[src/include/apb5_consts.svh]
`ifndef APB5_CONSTS_SVH
`define APB5_CONSTS_SVH

// APB5 bus widths
`define APB5_DATA_W 32
`define APB5_ADDR_W 32
`define APB5_STRB_W 4
`define APB5_PROT_W 3

// Shared by PAUSER, PWUSER, PRUSER and PBUSER
`define APB5_USER_W 4

// Register bank geometry
`define APB5_BANK_WORDS 16

// Words from here up need PPROT[0] set
`define APB5_PRIV_BASE 8

// Entries in each skid FIFO
`define APB5_FIFO_DEPTH 2

`endif

[src/source/apb5_pkg.sv]
`default_nettype none

`include "apb5_consts.svh"

package apb5_pkg;

    // Bus field types
    typedef logic [`APB5_ADDR_W-1:0] addr_t;
    typedef logic [`APB5_DATA_W-1:0] data_t;
    typedef logic [`APB5_STRB_W-1:0] strb_t;
    typedef logic [`APB5_PROT_W-1:0] prot_t;

    // User attribute fields
    typedef logic [`APB5_USER_W-1:0] auser_t;
    typedef logic [`APB5_USER_W-1:0] wuser_t;
    typedef logic [`APB5_USER_W-1:0] ruser_t;
    typedef logic [`APB5_USER_W-1:0] buser_t;

    // One APB access, front end to target
    typedef struct packed {
        logic   write;
        prot_t  prot;
        strb_t  strb;
        addr_t  addr;
        data_t  wdata;
        auser_t auser;
        wuser_t wuser;
    } apb5_cmd_t;

    // Completion, target back to front end
    typedef struct packed {
        logic   slverr;
        data_t  rdata;
        ruser_t ruser;
        buser_t buser;
    } apb5_rsp_t;

    // Front-end FSM, one-hot
    typedef enum logic [1:0] {
        IDLE      = 2'b01,
        XFER_DATA = 2'b10
    } fe_state_t;

endpackage : apb5_pkg

`default_nettype wire

[src/source/apb5_reg_target.sv]
`timescale 1ns/1ps
`default_nettype none

`include "apb5_consts.svh"

module apb5_reg_target (
    input  logic                pclk,
    input  logic                arst_n,
    input  logic                cmd_valid,
    output logic                cmd_ready,
    input  apb5_pkg::apb5_cmd_t cmd_data,
    output logic                rsp_valid,
    input  logic                rsp_ready,
    output apb5_pkg::apb5_rsp_t rsp_data
);

    import apb5_pkg::*;

    localparam int WIDX_W = $clog2(`APB5_BANK_WORDS);
    localparam logic [WIDX_W-1:0] PRIV_IDX = WIDX_W'(`APB5_PRIV_BASE);

    data_t             bank [`APB5_BANK_WORDS];
    logic [WIDX_W-1:0] widx;
    logic              addr_err;
    logic              priv_err;
    logic              err;
    logic              accept;
    apb5_rsp_t         rsp_next;

    // Word index from bits 5:2, everything above must be zero
    assign widx     = cmd_data.addr[WIDX_W+1:2];
    assign addr_err = |cmd_data.addr[`APB5_ADDR_W-1:WIDX_W+2];
    // Upper words need a privileged access
    assign priv_err = (widx >= PRIV_IDX) && !cmd_data.prot[0];
    assign err      = addr_err || priv_err;

    // One command in flight at a time
    assign cmd_ready = !rsp_valid;
    assign accept    = cmd_valid && cmd_ready;

    always_comb begin
        rsp_next.slverr = err;
        rsp_next.rdata  = (!cmd_data.write && !err) ? bank[widx] : '0;
        rsp_next.ruser  = cmd_data.auser;
        rsp_next.buser  = cmd_data.wuser;
    end

    // Byte-enabled write, dropped on error
    always_ff @(posedge pclk) begin
        if (accept && cmd_data.write && !err) begin
            for (int b = 0; b < `APB5_STRB_W; b++) begin
                if (cmd_data.strb[b]) begin
                    bank[widx][b*8 +: 8] <= cmd_data.wdata[b*8 +: 8];
                end
            end
        end
    end

    always_ff @(posedge pclk) begin
        if (accept) begin
            rsp_data <= rsp_next;
        end
    end

    always_ff @(posedge pclk or negedge arst_n) begin
        if (!arst_n) begin
            rsp_valid <= 1'b0;
        end else if (accept) begin
            rsp_valid <= 1'b1;
        end else if (rsp_ready) begin
            rsp_valid <= 1'b0;
        end
    end

    // Response stays up until the FIFO takes it
    a_rsp_hold: assert property (@(posedge pclk) disable iff (!arst_n)
        rsp_valid && !rsp_ready |=> rsp_valid && $stable(rsp_data));

endmodule : apb5_reg_target

`default_nettype wire

[src/source/apb5_slave_stub.sv]
`timescale 1ns/1ps
`default_nettype none

`include "apb5_consts.svh"

module apb5_slave_stub (
    input  logic                pclk,
    input  logic                arst_n,

    // APB5 request side
    input  logic                psel,
    input  logic                penable,
    input  logic                pwrite,
    input  apb5_pkg::addr_t     paddr,
    input  apb5_pkg::data_t     pwdata,
    input  apb5_pkg::strb_t     pstrb,
    input  apb5_pkg::prot_t     pprot,
    input  apb5_pkg::auser_t    pauser,
    input  apb5_pkg::wuser_t    pwuser,
    input  apb5_pkg::strb_t     pwdataparity,
    input  logic                paddrparity,
    input  logic                pctrlparity,
    input  logic                wakeup_request,

    // APB5 completion side
    output apb5_pkg::data_t     prdata,
    output logic                pslverr,
    output logic                pready,
    output logic                pwakeup,
    output apb5_pkg::ruser_t    pruser,
    output apb5_pkg::buser_t    pbuser,
    output apb5_pkg::strb_t     prdataparity,
    output logic                preadyparity,
    output logic                pslverrparity,

    // Command and response streams
    output logic                cmd_valid,
    input  logic                cmd_ready,
    output apb5_pkg::apb5_cmd_t cmd_data,
    input  logic                rsp_valid,
    output logic                rsp_ready,
    input  apb5_pkg::apb5_rsp_t rsp_data,

    output logic                parity_error_wdata,
    output logic                parity_error_ctrl
);

    import apb5_pkg::*;

    fe_state_t state;
    fe_state_t state_next;
    logic      access;
    strb_t     wdata_par_exp;
    logic      addr_par_exp;
    logic      ctrl_par_exp;

    assign access = psel && penable;

    // Wake-up follows the request one cycle late
    always_ff @(posedge pclk or negedge arst_n) begin
        if (!arst_n) begin
            pwakeup <= 1'b0;
        end else begin
            pwakeup <= wakeup_request;
        end
    end

    // Even parity per byte lane
    always_comb begin
        for (int i = 0; i < `APB5_STRB_W; i++) begin
            wdata_par_exp[i] = ^pwdata[i*8 +: 8];
            prdataparity[i]  = ^prdata[i*8 +: 8];
        end
    end

    assign addr_par_exp = ^paddr;
    assign ctrl_par_exp = ^{pwrite, pstrb, pprot};

    // Checked only while the access phase is up
    assign parity_error_wdata = access && (wdata_par_exp != pwdataparity);
    assign parity_error_ctrl  = access && ((addr_par_exp != paddrparity) ||
                                           (ctrl_par_exp != pctrlparity));

    assign preadyparity  = pready;
    assign pslverrparity = pslverr;

    // Request fields are held by the master for the whole access phase
    assign cmd_data = '{
        write: pwrite,
        prot:  pprot,
        strb:  pstrb,
        addr:  paddr,
        wdata: pwdata,
        auser: pauser,
        wuser: pwuser
    };

    always_ff @(posedge pclk or negedge arst_n) begin
        if (!arst_n) begin
            state <= IDLE;
        end else begin
            state <= state_next;
        end
    end

    always_comb begin
        state_next = state;
        cmd_valid  = 1'b0;
        rsp_ready  = 1'b0;
        pready     = 1'b0;
        pslverr    = 1'b0;
        prdata     = '0;
        pruser     = '0;
        pbuser     = '0;
        unique case (state)
            IDLE: begin
                // Offer the command; move on once the FIFO takes it
                cmd_valid = access;
                if (access && cmd_ready) begin
                    state_next = XFER_DATA;
                end
            end
            XFER_DATA: begin
                if (rsp_valid) begin
                    pready     = 1'b1;
                    pslverr    = rsp_data.slverr;
                    prdata     = rsp_data.rdata;
                    pruser     = rsp_data.ruser;
                    pbuser     = rsp_data.buser;
                    rsp_ready  = 1'b1;
                    state_next = IDLE;
                end
            end
            default: state_next = IDLE;
        endcase
    end

    // Completion only inside a live access phase
    a_pready_in_xfer: assert property (@(posedge pclk) disable iff (!arst_n)
        pready |-> (state == XFER_DATA) && psel && penable);

    // No stale response is left when a new command goes out
    a_cmd_no_rsp: assert property (@(posedge pclk) disable iff (!arst_n)
        cmd_valid |-> !rsp_valid);

endmodule : apb5_slave_stub

`default_nettype wire

[src/source/apb5_stub_top.sv]
`timescale 1ns/1ps
`default_nettype none

module apb5_stub_top (
    input  logic             pclk,
    input  logic             arst_n,
    input  logic             psel,
    input  logic             penable,
    input  apb5_pkg::addr_t  paddr,
    input  logic             pwrite,
    input  apb5_pkg::data_t  pwdata,
    input  apb5_pkg::strb_t  pstrb,
    input  apb5_pkg::prot_t  pprot,
    input  apb5_pkg::auser_t pauser,
    input  apb5_pkg::wuser_t pwuser,
    input  apb5_pkg::strb_t  pwdataparity,
    input  logic             paddrparity,
    input  logic             pctrlparity,
    input  logic             wakeup_request,
    output apb5_pkg::data_t  prdata,
    output logic             pslverr,
    output logic             pready,
    output logic             pwakeup,
    output apb5_pkg::ruser_t pruser,
    output apb5_pkg::buser_t pbuser,
    output apb5_pkg::strb_t  prdataparity,
    output logic             preadyparity,
    output logic             pslverrparity,
    output logic             parity_error_wdata,
    output logic             parity_error_ctrl
);

    import apb5_pkg::*;

    // Front end to command FIFO
    logic      fe_cmd_valid;
    logic      fe_cmd_ready;
    apb5_cmd_t fe_cmd_data;
    // Command FIFO to target
    logic      tgt_cmd_valid;
    logic      tgt_cmd_ready;
    apb5_cmd_t tgt_cmd_data;
    // Target to response FIFO
    logic      tgt_rsp_valid;
    logic      tgt_rsp_ready;
    apb5_rsp_t tgt_rsp_data;
    // Response FIFO to front end
    logic      fe_rsp_valid;
    logic      fe_rsp_ready;
    apb5_rsp_t fe_rsp_data;

    apb5_slave_stub u_slave (
        .pclk               (pclk),
        .arst_n             (arst_n),
        .psel               (psel),
        .penable            (penable),
        .pwrite             (pwrite),
        .paddr              (paddr),
        .pwdata             (pwdata),
        .pstrb              (pstrb),
        .pprot              (pprot),
        .pauser             (pauser),
        .pwuser             (pwuser),
        .pwdataparity       (pwdataparity),
        .paddrparity        (paddrparity),
        .pctrlparity        (pctrlparity),
        .wakeup_request     (wakeup_request),
        .prdata             (prdata),
        .pslverr            (pslverr),
        .pready             (pready),
        .pwakeup            (pwakeup),
        .pruser             (pruser),
        .pbuser             (pbuser),
        .prdataparity       (prdataparity),
        .preadyparity       (preadyparity),
        .pslverrparity      (pslverrparity),
        .cmd_valid          (fe_cmd_valid),
        .cmd_ready          (fe_cmd_ready),
        .cmd_data           (fe_cmd_data),
        .rsp_valid          (fe_rsp_valid),
        .rsp_ready          (fe_rsp_ready),
        .rsp_data           (fe_rsp_data),
        .parity_error_wdata (parity_error_wdata),
        .parity_error_ctrl  (parity_error_ctrl)
    );

    skid_fifo #(
        .WIDTH($bits(apb5_cmd_t))
    ) cmd_fifo (
        .pclk      (pclk),
        .arst_n    (arst_n),
        .in_valid  (fe_cmd_valid),
        .in_ready  (fe_cmd_ready),
        .in_data   (fe_cmd_data),
        .out_valid (tgt_cmd_valid),
        .out_ready (tgt_cmd_ready),
        .out_data  (tgt_cmd_data)
    );

    apb5_reg_target u_target (
        .pclk      (pclk),
        .arst_n    (arst_n),
        .cmd_valid (tgt_cmd_valid),
        .cmd_ready (tgt_cmd_ready),
        .cmd_data  (tgt_cmd_data),
        .rsp_valid (tgt_rsp_valid),
        .rsp_ready (tgt_rsp_ready),
        .rsp_data  (tgt_rsp_data)
    );

    skid_fifo #(
        .WIDTH($bits(apb5_rsp_t))
    ) rsp_fifo (
        .pclk      (pclk),
        .arst_n    (arst_n),
        .in_valid  (tgt_rsp_valid),
        .in_ready  (tgt_rsp_ready),
        .in_data   (tgt_rsp_data),
        .out_valid (fe_rsp_valid),
        .out_ready (fe_rsp_ready),
        .out_data  (fe_rsp_data)
    );

endmodule : apb5_stub_top

`default_nettype wire

[src/source/skid_fifo.sv]
`timescale 1ns/1ps
`default_nettype none

`include "apb5_consts.svh"

module skid_fifo #(
    parameter int WIDTH = 8
) (
    input  logic             pclk,
    input  logic             arst_n,
    input  logic             in_valid,
    output logic             in_ready,
    input  logic [WIDTH-1:0] in_data,
    output logic             out_valid,
    input  logic             out_ready,
    output logic [WIDTH-1:0] out_data
);

    localparam int CNT_W = $clog2(`APB5_FIFO_DEPTH + 1);
    localparam logic [CNT_W-1:0] FULL_CNT = CNT_W'(`APB5_FIFO_DEPTH);

    logic [WIDTH-1:0] entry [`APB5_FIFO_DEPTH];
    logic [CNT_W-1:0] count;
    logic             push;
    logic             pop;

    // Ready comes from the count alone, no path from out_ready
    assign in_ready  = (count != FULL_CNT);
    assign out_valid = (count != '0);
    assign out_data  = entry[0];

    assign push = in_valid && in_ready;
    assign pop  = out_valid && out_ready;

    // Entry 0 is always the head
    always_ff @(posedge pclk) begin
        if (pop) begin
            if (count == FULL_CNT) begin
                entry[0] <= entry[1];
            end else if (push) begin
                entry[0] <= in_data;
            end
        end else if (push) begin
            if (count == '0) begin
                entry[0] <= in_data;
            end else begin
                entry[1] <= in_data;
            end
        end
    end

    always_ff @(posedge pclk or negedge arst_n) begin
        if (!arst_n) begin
            count <= '0;
        end else begin
            case ({push, pop})
                2'b10:   count <= count + CNT_W'(1);
                2'b01:   count <= count - CNT_W'(1);
                default: count <= count;
            endcase
        end
    end

    // A full buffer can only drain
    a_no_push_full: assert property (@(posedge pclk) disable iff (!arst_n)
        (count == FULL_CNT) |=> (count == FULL_CNT - CNT_W'($past(pop))));

    a_hold_stall: assert property (@(posedge pclk) disable iff (!arst_n)
        out_valid && !out_ready |=> out_valid && $stable(out_data));

endmodule : skid_fifo

`default_nettype wire
[config.mk]
export PLATFORM = sky130hd
export DESIGN_NAME = apb5_stub_top
export DESIGN_NICKNAME = d
export VERILOG_FILES = /design/src/source/apb5_pkg.sv /design/src/source/apb5_reg_target.sv /design/src/source/apb5_slave_stub.sv /design/src/source/apb5_stub_top.sv /design/src/source/skid_fifo.sv
export VERILOG_INCLUDE_DIRS = /design/src /design/src/include
export SDC_FILE = /design/constraint.sdc
export NUM_CORES = 1
export LEC_CHECK = 0
export BUFFER_PORTS_ARGS = -buffer_cell sky130_fd_sc_hd__buf_2
export CORE_MARGIN = 2
export CORE_UTILIZATION = 39
export DETAILED_ROUTE_END_ITERATION = 7
export PLACE_DENSITY = 0.63
export SLEW_MARGIN = 10
export SYNTH_ARGS = -nofsm -noshare
export SYNTH_HDL_FRONTEND = slang
export SYNTH_SLANG_ARGS = --single-unit
[constraint.sdc]
create_clock -name pclk -period 6.63 [get_ports pclk]
set_clock_uncertainty 0.1 [all_clocks]
set_input_delay 0.3315 -clock pclk [delete_from_list [all_inputs] [get_ports pclk]]
set_output_delay 0.3315 -clock pclk [all_outputs]
set_load 0.1 [all_outputs]
; ---- After elaboration in Yosys (flattened, before gate mapping)
; Memory sizes are Yosys's and may differ from the RTL's. A register that Yosys moved wholly into a read port is not among the register bits.
; Cells that the tools add are included.
[op_classes]
n_addsub = 4
order_cmp = 1
n_eq_ne = 15
muxes = 70
n_bitwise = 4
n_reduce_logical = 40
[ops]
columns = op, count
row1 = 80-bit two-way mux, 3
row2 = 41-bit two-way mux, 3
row3 = 80-bit OR reduction, 1
row4 = 8-bit XOR reduction, 9
row5 = 32-bit two-way mux, 2
row6 = 1-bit two-way mux, 53
row7 = 41-bit OR reduction, 1
row8 = 32-bit XOR reduction, 1
row9 = 26-bit OR reduction, 1
row10 = 4-bit two-way mux, 4
row11 = 1-bit logical AND, 12
row12 = 2-bit one-hot mux with 2 select lines, 3
row13 = 2-bit equality test (second input constant), 5
row14 = 2-bit nonzero test, 5
row15 = 2-bit by 1-bit equality test with 1-bit output (second input constant), 3
row16 = 1-bit zero test, 5
row17 = 2-bit by 1-bit adder with 2-bit output (second input constant), 2
row18 = 4-bit greater-or-equal comparator (second input constant), 1
row19 = 2-bit zero test, 2
row20 = 2-bit two-way mux, 2
row21 = 2-bit by 1-bit inequality test with 1-bit output (second input constant), 2
row22 = 2-bit inequality test (second input constant), 2
row23 = 4-bit inequality test, 1
row24 = 1-bit bitwise OR, 4
row25 = 4 further kinds, 7
[word_totals]
register_bits = 17
mem_bits_rw = 754
inputBits = 91
out_inout_bits = 51
memories = 3
[memory_table]
columns = name, depth, width, rd, rd_clocked_by_memory_dff, write_ports, line_no
row1 = u_target.bank, 16, 32, 1, 1, 1, apb5_reg_target.sv:22  ; data_t bank [`APB5_BANK_WORDS];
row2 = cmd_fifo.entry, 2, 80, 2, 0, 1, skid_fifo.sv:22  ; logic [WIDTH-1:0] entry [`APB5_FIFO_DEPTH];
row3 = rsp_fifo.entry, 2, 41, 2, 0, 1, skid_fifo.sv:22

; ---- Logic depth before layout (Yosys ltp)
; Gate-level depths: netlist of the first run.
[logic_depth]
depth_word = 10
ltp_mapped = 8

; ---- Cells and area by module
; From an unflattened synthesis of the first run, not the netlist that was laid out.
[hier_totals]
hier_cells = 1723
area_unflattened_um2 = 33353.2
[by_module_without_submodules]
columns = mod, instances, cells_per_inst, area_each_um2, seq_area_each_um2
row1 = apb5_reg_target, 1, 949, 20925.1, 16631.0
row2 = skid_fifo at cmd_fifo, 1, 345, 6930.4, 4854.7
row3 = skid_fifo at rsp_fifo, 1, 184, 3573.4, 2512.4
row4 = apb5_slave_stub, 1, 245, 1924.3, 76.3

; ---- Least setup slack after synthesis of the first run
; OpenSTA, ideal clock, no wires.
[synth_timing]
kind = register to register
start = register u_slave.state[0]
end = memory cmd_fifo.entry[0][0] (netlist name) (enable)
setup_time_ps = 531
arrival_ps = 4412
t_required_ps = 5999
path_slack_ps = 1587
path_stages_with_launch = 5
period_less_slack_ps = 5043
path_cell_list = dfstp_2 -> nand4b_1 -> inv_1 -> nor2_1 -> o2bb2ai_1
[synth_via]
elab_chain_cells = 10
word_cells_on_any_way = 18
classes_between = 1 x eq/ne / 13 x mux / 2 x bitwise / 2 x reduce/logical
[synth_lines]
columns = element, line_no
row1 = start: declaration, apb5_slave_stub.sv:50  ; fe_state_t state;
row2 = start signal: assignment, apb5_slave_stub.sv:102  ; state <= state_next;
row3 = 2-bit by 1-bit equality test with 1-bit output *, apb5_slave_stub.sv:115  ; unique case (state)
row4 = 1-bit two-way mux *, apb5_slave_stub.sv:115
row5 = 1-bit logical AND *, skid_fifo.sv:32  ; assign push = in_valid && in_ready;
row6 = "parallel branches: the longest is 7 deep, another holds 80-bit OR reduction", n/a
row7 = end: declaration, skid_fifo.sv:22
; Every way passes the cells marked *.

==> results of run 1 <==
-- power by group --
part	internal, mW	switching (mW)	total (mW)	leakage [nW]
sequential	6.55	0.541	7.09	7.26
combinational	1.03	1.35	2.38	3.15
clock	2.65	1.93	4.58	1.31
-- final timing paths --
kind | end | slack [ns] | depth (start not counted)
worst max-delay path | u_target.bank[15][10] | 3.45 | 6
worst min-delay path | u_slave.state[0] | 0.09 | 2
worst max register to register | u_target.bank[15][10] | 3.45 | 6
worst min register to register | u_target.rsp_data[7] | 0.32 | 0
max in group asynchronous | rsp_fifo.count[0] | 5.51 | 3
min in group pclk | u_slave.pwakeup | 0.24 | 2
-- state kept, by name, indices dropped and copies added, names as in the netlist --
register	count
cmd_fifo.entry	152
u_slave.state	2
u_target.rsp_valid	1
u_target.bank	512
u_slave.pwakeup	1
u_target.rsp_data	41
rsp_fifo.count	2
rsp_fifo.entry	82
cmd_fifo.count	2
-- synthesized netlist by cell type (4+ instances only) --
master and n:
and2_1 42, buf_6 11, a22oi_1 64, a21oi_1 34, nand3_1 6, nor2_1 79, nand2_4 4, nand2_1 18
buf_2 24, xnor2_1 84, nor2b_1 6, xor2_1 20, edfxtp_1 787, nor4_1 6, inv_1 6, nand2b_1 4
clkbuf_1 30, mux4_2 128, buf_4 5, dfrtp_1 7, mux2_2 117
-- area by class of cell --
type                    count  share of cell area
flip-flops and latches    795               0.657
inverters                   6            0.000621
repair buffers            236              0.0453
multi-input cells         626               0.187
clock buffers              98              0.0582
clock inverters            50              0.0154
well taps                1050              0.0362
-- logic make-up after synthesis --
kind of cell	after synthesis
XOR/XNOR	105
AO/OA/AOI/OAI	103
adder cells (fa/ha/maj)	3
AND/OR/NAND/NOR	170
buffers and inverters	77
flip-flops	795
multiplexers	245
-- metal layers --
| metal | routed length (µm) | vias up | GRT usage |
|---|---|---|---|
| met3 | 4620 | 78 | 0.0295 |
| met4 | 1130 | 0 | 0.0452 |
| met5 | 0 | - | 0 |
| li1 | - | 6516 | - |
| met2 | 32500 | 530 | 0.267 |
| met1 | 29200 | 7741 | 0.236 |
-- per-stage QoR --
stage          setup slack [ns]  cell area [µm²]  std cells  hold WS [ns]
2_1_floorplan              1.59            31000       1498       -0.0641
3_3_place_gp               3.41            32800       2634        0.0946
3_5_place_dp               3.38            32800       2634        0.0975
4_1_cts                    3.34            36300       2861        0.0749
5_1_grt                    3.19            36300       2861        0.0950
6_report                   3.45            36300       2861        0.0909
-- worst max-delay path, cell delays in order (launching register included) --
cell	delay [ns]
edfxtp_1	0.37
nor4_1	0.48
nand2_1	0.13
nor3_2	0.30
and3_4	0.32
nand2_4	0.15
nor2_1	0.92
==> run_results.csv, run 1 <==
group,metric,value,unit
placement,dp_hpwl,40.6,mm
drt,drt_iter0_drc,1476,
logic_synthesis,seq_area_frac_synth,0.770,
clock_network,tritoncts,"built",
setup_path,worstSetupPathType,"reg2reg",
timing,fmax,0.315,GHz
setup_path,crit_arrival,3.32,ns
drt,antenna_left,0,
logic_synthesis,synth_area_leaders,"edfxtp_1 (76%), mux4_2 (9.3%), mux2_2 (4.3%), xnor2_1 (2.4%), a22oi_1 (1.6%)",
grt,grt_usage,0.166,
logic_synthesis,yosysWarnings,0,
grt,grt_pass1_vias,15400,
logic_synthesis,ys.flop_type,"edfxtp_1",
drt,drt_wl_total,67.5,mm
setup_path,start_kind,"register",
timing,slew_headroom,0.222,
logic_synthesis,synth_top_area_cell,"edfxtp_1",
timing,drv_slew,0,
grt,antenna_found_initial,2,
timing,rsz0062_at_grt,"no",
logic_synthesis,yosysUniqueCellTypes,34,
clock_network,clk_latency,0.64,ns
logic_synthesis,synthAdderAreaFrac,0.00121,
placement,port_buffers,141,
power,powerDensity,388,nW/µm²
setup_path,worstPathMaxFanout,16,
power,power.leakage,11.7,nW
clock_network,cts_made_buffers,82,
clock_network,clockRootBuffer,"clkbuf_16",
drt,vias,14900,
die,io_pins,142,
final_layout,fin_nets,1841,
run_status,status,"complete, no violations",
run,cap_violations,0,
final_layout,multi_input_area,6780,µm²
final_layout,area_delta_synth_final,17.1,%
final_layout,fin_util,0.460,
logic_synthesis,yosys_register_bits,795,
logic_synthesis,synth_compound_area_frac,0.0222,
power,finalPower,14.1,mW
drt,drcViolationCount,0,
logic_synthesis,synth_top_family_by_area,"multiplexers",
die,start_util,0.393,
grt,grt_max_degree,136,
final_layout,n_antenna_cell,0,
clock_network,clkSinkCount,795,
clock_network,clockBufferDepth,3,
timing,fin_crit,3.18,ns
clock_network,clk_pin_slew,0.06,ns
final_layout,nFillCells,6509,
drt,routed_via_density,5.20,
die,die_height,286,µm
logic_synthesis,yosys-mux-area-fraction,0.136,
hold_path,holdCritPathClass,"in2async",
logic_synthesis,netlist_instances,1498,
logic_synthesis,syn-num-nets,1592,
setup_path,worstReg2RegStart,"cmd_fifo.entry[0][57]",
logic_synthesis,async_flop_share,0.0101,
setup_path,crit_path_end_kind,"register",
logic_synthesis,synth_xor_area_frac,0.0302,
placement,gp_congestion,0.755,
drt,firstDrtPassIters,7,
clock_network,htreeDepth,3,
clock_network,ctsHoldBuffers,79,
die,core_area,78700,µm²
die,die_area,81600,µm²
logic_synthesis,syn-cell-area,31000,µm²
die,die_width,286,µm
timing,finalCritPeriodShare,0.479,
timing,setup-tns-final,0,ns
logic_synthesis,synth_enable_flop_cells,787,
timing,hold_viol_final,0,
logic_synthesis,synth-simple-area-share,0.0272,
grt,grt_pass1_wl,100,mm
setup_path,required,6.77,ns
timing,tightestPinTransition,1.16,ns
final_layout,layout_commonest_cell,"edfxtp_1",
clock_network,cts_resized,0,
final_layout,mostFrequentLayoutCells,"edfxtp_1 (787), buf_2 (141), mux4_2 (128), mux2_2 (117), xnor2_1 (84)",
final_layout,final_layout_size_suffix_gt1_frac,0.299,
power,peakVddDrop,220,µV
setup_path,critPathLaunch,"cmd_fifo.entry[0][57]",
grt,overflow,0,
die,rows,103,
clock_network,cts_setup_buffers,0,
timing,finalSetupViolCount,0,
logic_synthesis,syn_area_per_cell,20.7,µm²
logic_synthesis,synth_top_area_share,0.763,
drt,wl_per_cell,23.6,µm
final_layout,regArea,23800,µm²
Note: power is estimated with default switching activity, not from simulation.
==> run 2, diff against run 1 <==
- clock period: 6.63 -> 3 ns (I/O delays scaled with it)
==> run_results.csv, run 2 (synthesized netlist as in run 1, its figures left out) <==
group,metric,value,unit
run_status,status,"complete, no violations",
drt,drcViolationCount,0,
timing,fin_crit,2.81,ns
final_layout,area_delta_synth_final,19.5,%
timing,tightestPinTransition,0.786,ns
setup_path,reg2reg_depth,4,
clock_network,cts_setup_buffers,0,
die,io_pins,142,
timing,rsz0062_at_grt,"no",
timing,hold_viol_final,0,
clock_network,htreeDepth,3,
grt,grt_max_degree,72,
placement,dp_hpwl,44.1,mm
clock_network,clockBufferDepth,3,
final_layout,n_antenna_cell,0,
clock_network,clk_pin_slew,0.05,ns
timing,finalCritPeriodShare,0.936,
drt,routed_via_density,5.06,
placement,gp_congestion,0.769,
final_layout,top_regs,"u_target.bank x512, cmd_fifo.entry x152, rsp_fifo.entry x82",
final_layout,final_layout_size_suffix_gt1_frac,0.330,
hold_path,holdCritPathClass,"in2reg",
placement,port_buffers,141,
clock_network,clkSinkCount,795,
die,start_util,0.393,
final_layout,fin_nets,1926,
setup_path,critPathSlowestCell,"dlygate4sd3_1",
die,rows,103,
setup_path,crit_path_end_kind,"primary output",
grt,antenna_found_initial,2,
setup_path,path_cells,"dlygate4sd3_1 -> buf_2 -> xor2_1 -> xnor2_1 -> xnor2_1 -> xnor3_1 -> xnor2_1 -> a21oi_1 -> buf_2",
timing,drv_slew,0,
power,peakVddDrop,513,µV
final_layout,nFillCells,6619,
die,die_area,81600,µm²
timing,finalSetupViolCount,0,
drt,antenna_left,0,
setup_path,worstSetupPathType,"in2out",
grt,overflow,0,
final_layout,largest_register_ffs,512,
final_layout,mostFrequentLayoutCells,"edfxtp_1 (787), buf_2 (141), mux4_2 (128), mux2_2 (117), buf_4 (90)",
timing,fmax,0.356,GHz
clock_network,cts_made_buffers,80,
power,powerDensity,842,nW/µm²
setup_path,start_kind,"input pin",
final_layout,layout_commonest_cell,"edfxtp_1",
final_layout,top_register,"u_target.bank",
grt,grt_pass1_wl,98.6,mm
drt,firstDrtPassIters,5,
grt,grt_pass1_vias,15700,
setup_path,crit_arrival,2.56,ns
setup_path,cpMostUsedCell,"xnor2_1",
die,core_area,78700,µm²
drt,vias,14900,
clock_network,clk_latency,0.65,ns
drt,wl_per_cell,22.2,µm
clock_network,tritoncts,"built",
die,die_width,286,µm
drt,drt_wl_total,65.4,mm
clock_network,clockRootBuffer,"clkbuf_16",
run,cap_violations,0,
power,power.leakage,12.2,nW
hold_path,holdPathStages,2,
drt,drt_iter0_drc,1283,
final_layout,fin_util,0.470,
timing,slew_headroom,0.475,
setup_path,worstPathMaxFanout,3,
setup_path,required,2.75,ns
grt,grt_usage,0.161,
setup_path,critPathMaxStageDelay,0.54,ns
timing,setup-tns-final,0,ns
die,die_height,286,µm
-- run 2: cell count changes in the layout (fill, tap and decap cells not counted), moves of 3 or more --
cell,before,now
buf_12,2,13
buf_4,14,90
clkinv_1,11,8
clkinv_2,19,16
inv_6,3,0
-- run 2: worst paths after layout --
kind                                             from                    end  slack (ns)
worst max-delay path                        paddr[18]      parity_error_ctrl        0.19
worst min-delay path                   wakeup_request        u_slave.pwakeup        0.08
worst max register to register  cmd_fifo.entry[0][42]  u_target.rsp_data[28]        0.33
worst min register to register   cmd_fifo.entry[0][2]   u_target.rsp_data[2]        0.32
max in group asynchronous                      arst_n       u_slave.state[0]        2.07
min in group asynchronous                      arst_n      cmd_fifo.count[1]        0.42
-- run 2: where the power goes --
group / total (mW) / switching, mW / internal, mW
registers: 15.6 / 1.13 / 14.4
clock network: 9.91 / 4.23 / 5.68
logic: 5.64 / 3.15 / 2.49
-- run 2: worst max-delay path: cells and delay by family --
family          cells  cell delay (ns)
xor+xnor            5             1.14
compound gates      1             0.14
buf+inv             3             1.13
-- run 2: final cells by class --
| type | instances | area (µm²) | area share |
|---|---|---|---|
| tap | 1050 | 1310 | 0.0355 |
| timing repair buffer | 323 | 2430 | 0.0657 |
| sequential | 795 | 23800 | 0.644 |
| inverter | 6 | 22.5 | 0.000609 |
| clock inverter | 47 | 556 | 0.0150 |
| multi-input combinational | 626 | 6770 | 0.183 |
| clock buffer | 97 | 2070 | 0.0558 |
-- run 2: routing by layer --
layer / track usage / vias up / routed length (µm)
met3: 0.0283 / 98 / 3450
li1: - / 6695 / -
met5: 0 / - / 0
met1: 0.218 / 7685 / 27900
met4: 0.0454 / 0 / 1450
met2: 0.271 / 421 / 32500
-- run 2: what timing repair did --
| action | CTS | global route |
|---|---|---|
| hold buffers | 79 | 0 |
| hold endpoints to repair | 161 | 0 |
| resized for setup | 0 | 0 |
-- run 2: through the flow --
stage	area [µm²]	setup WS (ns)	cells	power (mW)	hold slack [ns]
finish	37000	0.191	2944	31.1	0.0757
CTS	37000	0.216	2944	31.5	0.0327
global route	37000	0.0983	2944	32.4	0.0550
floorplan	31000	0.112	1498	19.3	-0.246
detailed placement	33600	0.317	2721	21.5	-0.0941
global placement	33600	0.339	2721	21.3	-0.0983
==> run 3, diff against run 2 <==
- ABC_AREA: unset -> 1
==> run_results.csv, run 3 <==
group,metric,value,unit
power,power.leakage,13.4,nW
final_layout,n_antenna_cell,0,
grt,grt_pass1_vias,18300,
logic_synthesis,synth_commonest_cells,"edfxtp_1 (787), nand2_1 (552), a22oi_1 (256)",
logic_synthesis,synth.most_common_cell,"edfxtp_1",
logic_synthesis,seq_area_frac_synth,0.767,
timing,hold_viol_final,0,
grt,grt_max_degree,77,
clock_network,tritoncts,"built",
final_layout,mostFrequentLayoutCells,"edfxtp_1 (787), nand2_1 (551), a22oi_1 (256), buf_2 (136), nor2_1 (113)",
drt,drcViolationCount,0,
drt,antenna_left,0,
setup_path,critPathLaunch,"u_slave.state[0]",
logic_synthesis,syn-cell-area,31100,µm²
final_layout,top_register,"u_target.bank",
die,die_width,286,µm
timing,finalCritPeriodShare,0.952,
setup_path,path_cells,"nor2_2 -> inv_2 -> nor2_2 -> nand2_1 -> clkinv_1 -> nor2_1 -> a21oi_1 -> xor2_1 -> xnor2_2 -> buf_12",
clock_network,clk_pin_slew,0.06,ns
die,core_area,79000,µm²
grt,grt_usage,0.173,
setup_path,critPathSlowestCell,"dfstp_2",
setup_path,worstPathMaxFanout,5,
final_layout,fin_util,0.474,
run,cap_violations,0,
logic_synthesis,synth_top_area_cell,"edfxtp_1",
setup_path,crit_path_end_kind,"primary output",
drt,drt_wl_total,71.8,mm
logic_synthesis,netlist_instances,2126,
hold_path,holdCritPathClass,"in2reg",
setup_path,cpMostUsedCell,"nor2_2",
die,start_util,0.394,
logic_synthesis,yosysUniqueCellTypes,36,
logic_synthesis,yosysWarnings,0,
clock_network,clockRootBuffer,"clkbuf_16",
placement,dpl.cell_count,3328,
drt,drt_iter0_drc,1644,
setup_path,worstSetupPathType,"reg2out",
drt,firstDrtPassIters,8,
setup_path,critPathMaxStageDelay,0.37,ns
final_layout,design_area,37400,µm²
placement,dp_hpwl,47.7,mm
placement,pre_cts_ws,0.375,ns
final_layout,largest_register_ffs,512,
die,io_pins,142,
setup_path,crit_arrival,2.61,ns
final_layout,fin_nets,2539,
run_status,status,"complete, no violations",
logic_synthesis,synth_enable_flop_cells,787,
timing,tightestPinTransition,0.959,ns
setup_path,required,2.75,ns
timing,fin_crit,2.86,ns
final_layout,layout_commonest_cell,"edfxtp_1",
timing,drv_slew,0,
timing,rsz0062_at_grt,"no",
grt,antenna_found_initial,0,
clock_network,cts_setup_buffers,0,
power,finalPower,32.3,mW
grt,grt_pass1_wl,109,mm
die,rows,103,
clock_network,cts_made_buffers,83,
timing,slew_headroom,0.358,
final_layout,area_delta_synth_final,20.4,%
timing,hold_slack,0.0806,ns
logic_synthesis,syn_area_per_cell,14.6,µm²
clock_network,clk_latency,0.63,ns
logic_synthesis,syn-num-nets,2220,
placement,port_buffers,141,
hold_path,min_from,"wakeup_request",
grt,overflow,0,
logic_synthesis,async_flop_share,0.0101,
placement,gp_congestion,0.860,
die,die_height,286,µm
placement,placed_area,33800,µm²
final_layout,final_layout_size_suffix_gt1_frac,0.165,
drt,wl_per_cell,20.2,µm
logic_synthesis,synth_top_area_share,0.760,
timing,finalSetupViolCount,0,
logic_synthesis,ys.flop_type,"edfxtp_1",
final_layout,instances_no_fill,3562,
power,powerDensity,863,nW/µm²
timing,setup_slack,0.143,ns
drt,routed_via_density,5.17,
setup_path,worstReg2RegStart,"rsp_fifo.count[0]",
timing,fmax,0.350,GHz
setup_path,cp_top_family,"simple AND/OR/NAND/NOR gates",
setup_path,crit_buf_inv,3,
logic_synthesis,yosys_register_bits,795,
clock_network,clkSinkCount,795,
timing,setup-tns-final,0,ns
setup_path,start_kind,"register",
power,peakVddDrop,480,µV
clock_network,clockBufferDepth,3,
final_layout,top_regs,"u_target.bank x512, cmd_fifo.entry x152, rsp_fifo.entry x82",
logic_synthesis,synth_area_leaders,"edfxtp_1 (76%), nand2_1 (6.7%), a22oi_1 (6.2%), mux2_1 (2.5%), nor2_1 (1.4%)",
die,die_area,82000,µm²
drt,vias,18400,
clock_network,htreeDepth,3,
==> run 3: cell types whose count changed in the layout (fill, tap and decap cells not counted), moves of 23 or more <==
cell	before	now
mux2_2	117	0
mux2_1	0	68
a21oi_1	33	10
mux4_2	128	0
xnor2_1	84	45
a41oi_1	1	32
inv_1	6	50
and2_1	42	0
nor2_1	76	113
nand2_1	17	551
a22oi_1	64	256
==> run 3: path summary, 6_finish.rpt <==
path,to,slack (ns),cells after the start
min in group asynchronous,u_slave.state[0],0.46,3
worst max register to register,rsp_fifo.entry[0][32],0.34,8
worst min register to register,u_target.rsp_data[1],0.32,0
worst min-delay path,u_slave.pwakeup,0.08,2
worst max-delay path,prdataparity[0],0.14,10
max in group asynchronous,cmd_fifo.count[1],1.53,4
==> run 3: logic make-up after synthesis <==
family	synth area share
adder cells (fa/ha/maj)	0.00121
XOR/XNOR	0.0217
AO/OA/AOI/OAI	0.0762
multiplexers	0.0246
AND/OR/NAND/NOR	0.0878
buffers and inverters	0.0218
flip-flops	0.767
==> run 3: area by class of cell <==
type	instances	area (µm²)
Timing Repair Buffer	331	2560
Sequential cell	795	23800
Multi-Input combinational cell	1170	6710
Tap cell	1050	1310
Clock inverter	51	558
Clock buffer	101	2200
Fill cell	6704	41600
Inverter	64	245
==> run 3: metal layers <==
layer / track usage / share of wire
met3: 0.0298 / 0.069
met2: 0.286 / 0.48
met5: 0 / 0
met1: 0.236 / 0.42
met4: 0.0466 / 0.022
==> run 3: report_power, final <==
group          internal [mW]  switching [mW]  leakage [nW]
clock                   6.17            4.12          1.35
sequential              14.7            1.25          7.27
combinational           1.89            4.19          4.78
total                   22.7            9.57          13.4
==> run 3: timing repair <==
| item | 4_1_cts | 5_1_grt |
|---|---|---|
| resized for setup | 2 | 4 |
| pin swaps | 1 | 3 |
| setup endpoints to repair | 3 | 5 |
| gates cloned | 1 | 1 |
| endpoints found under the hold margin | 161 | 0 |
| hold buffers | 80 | 0 |
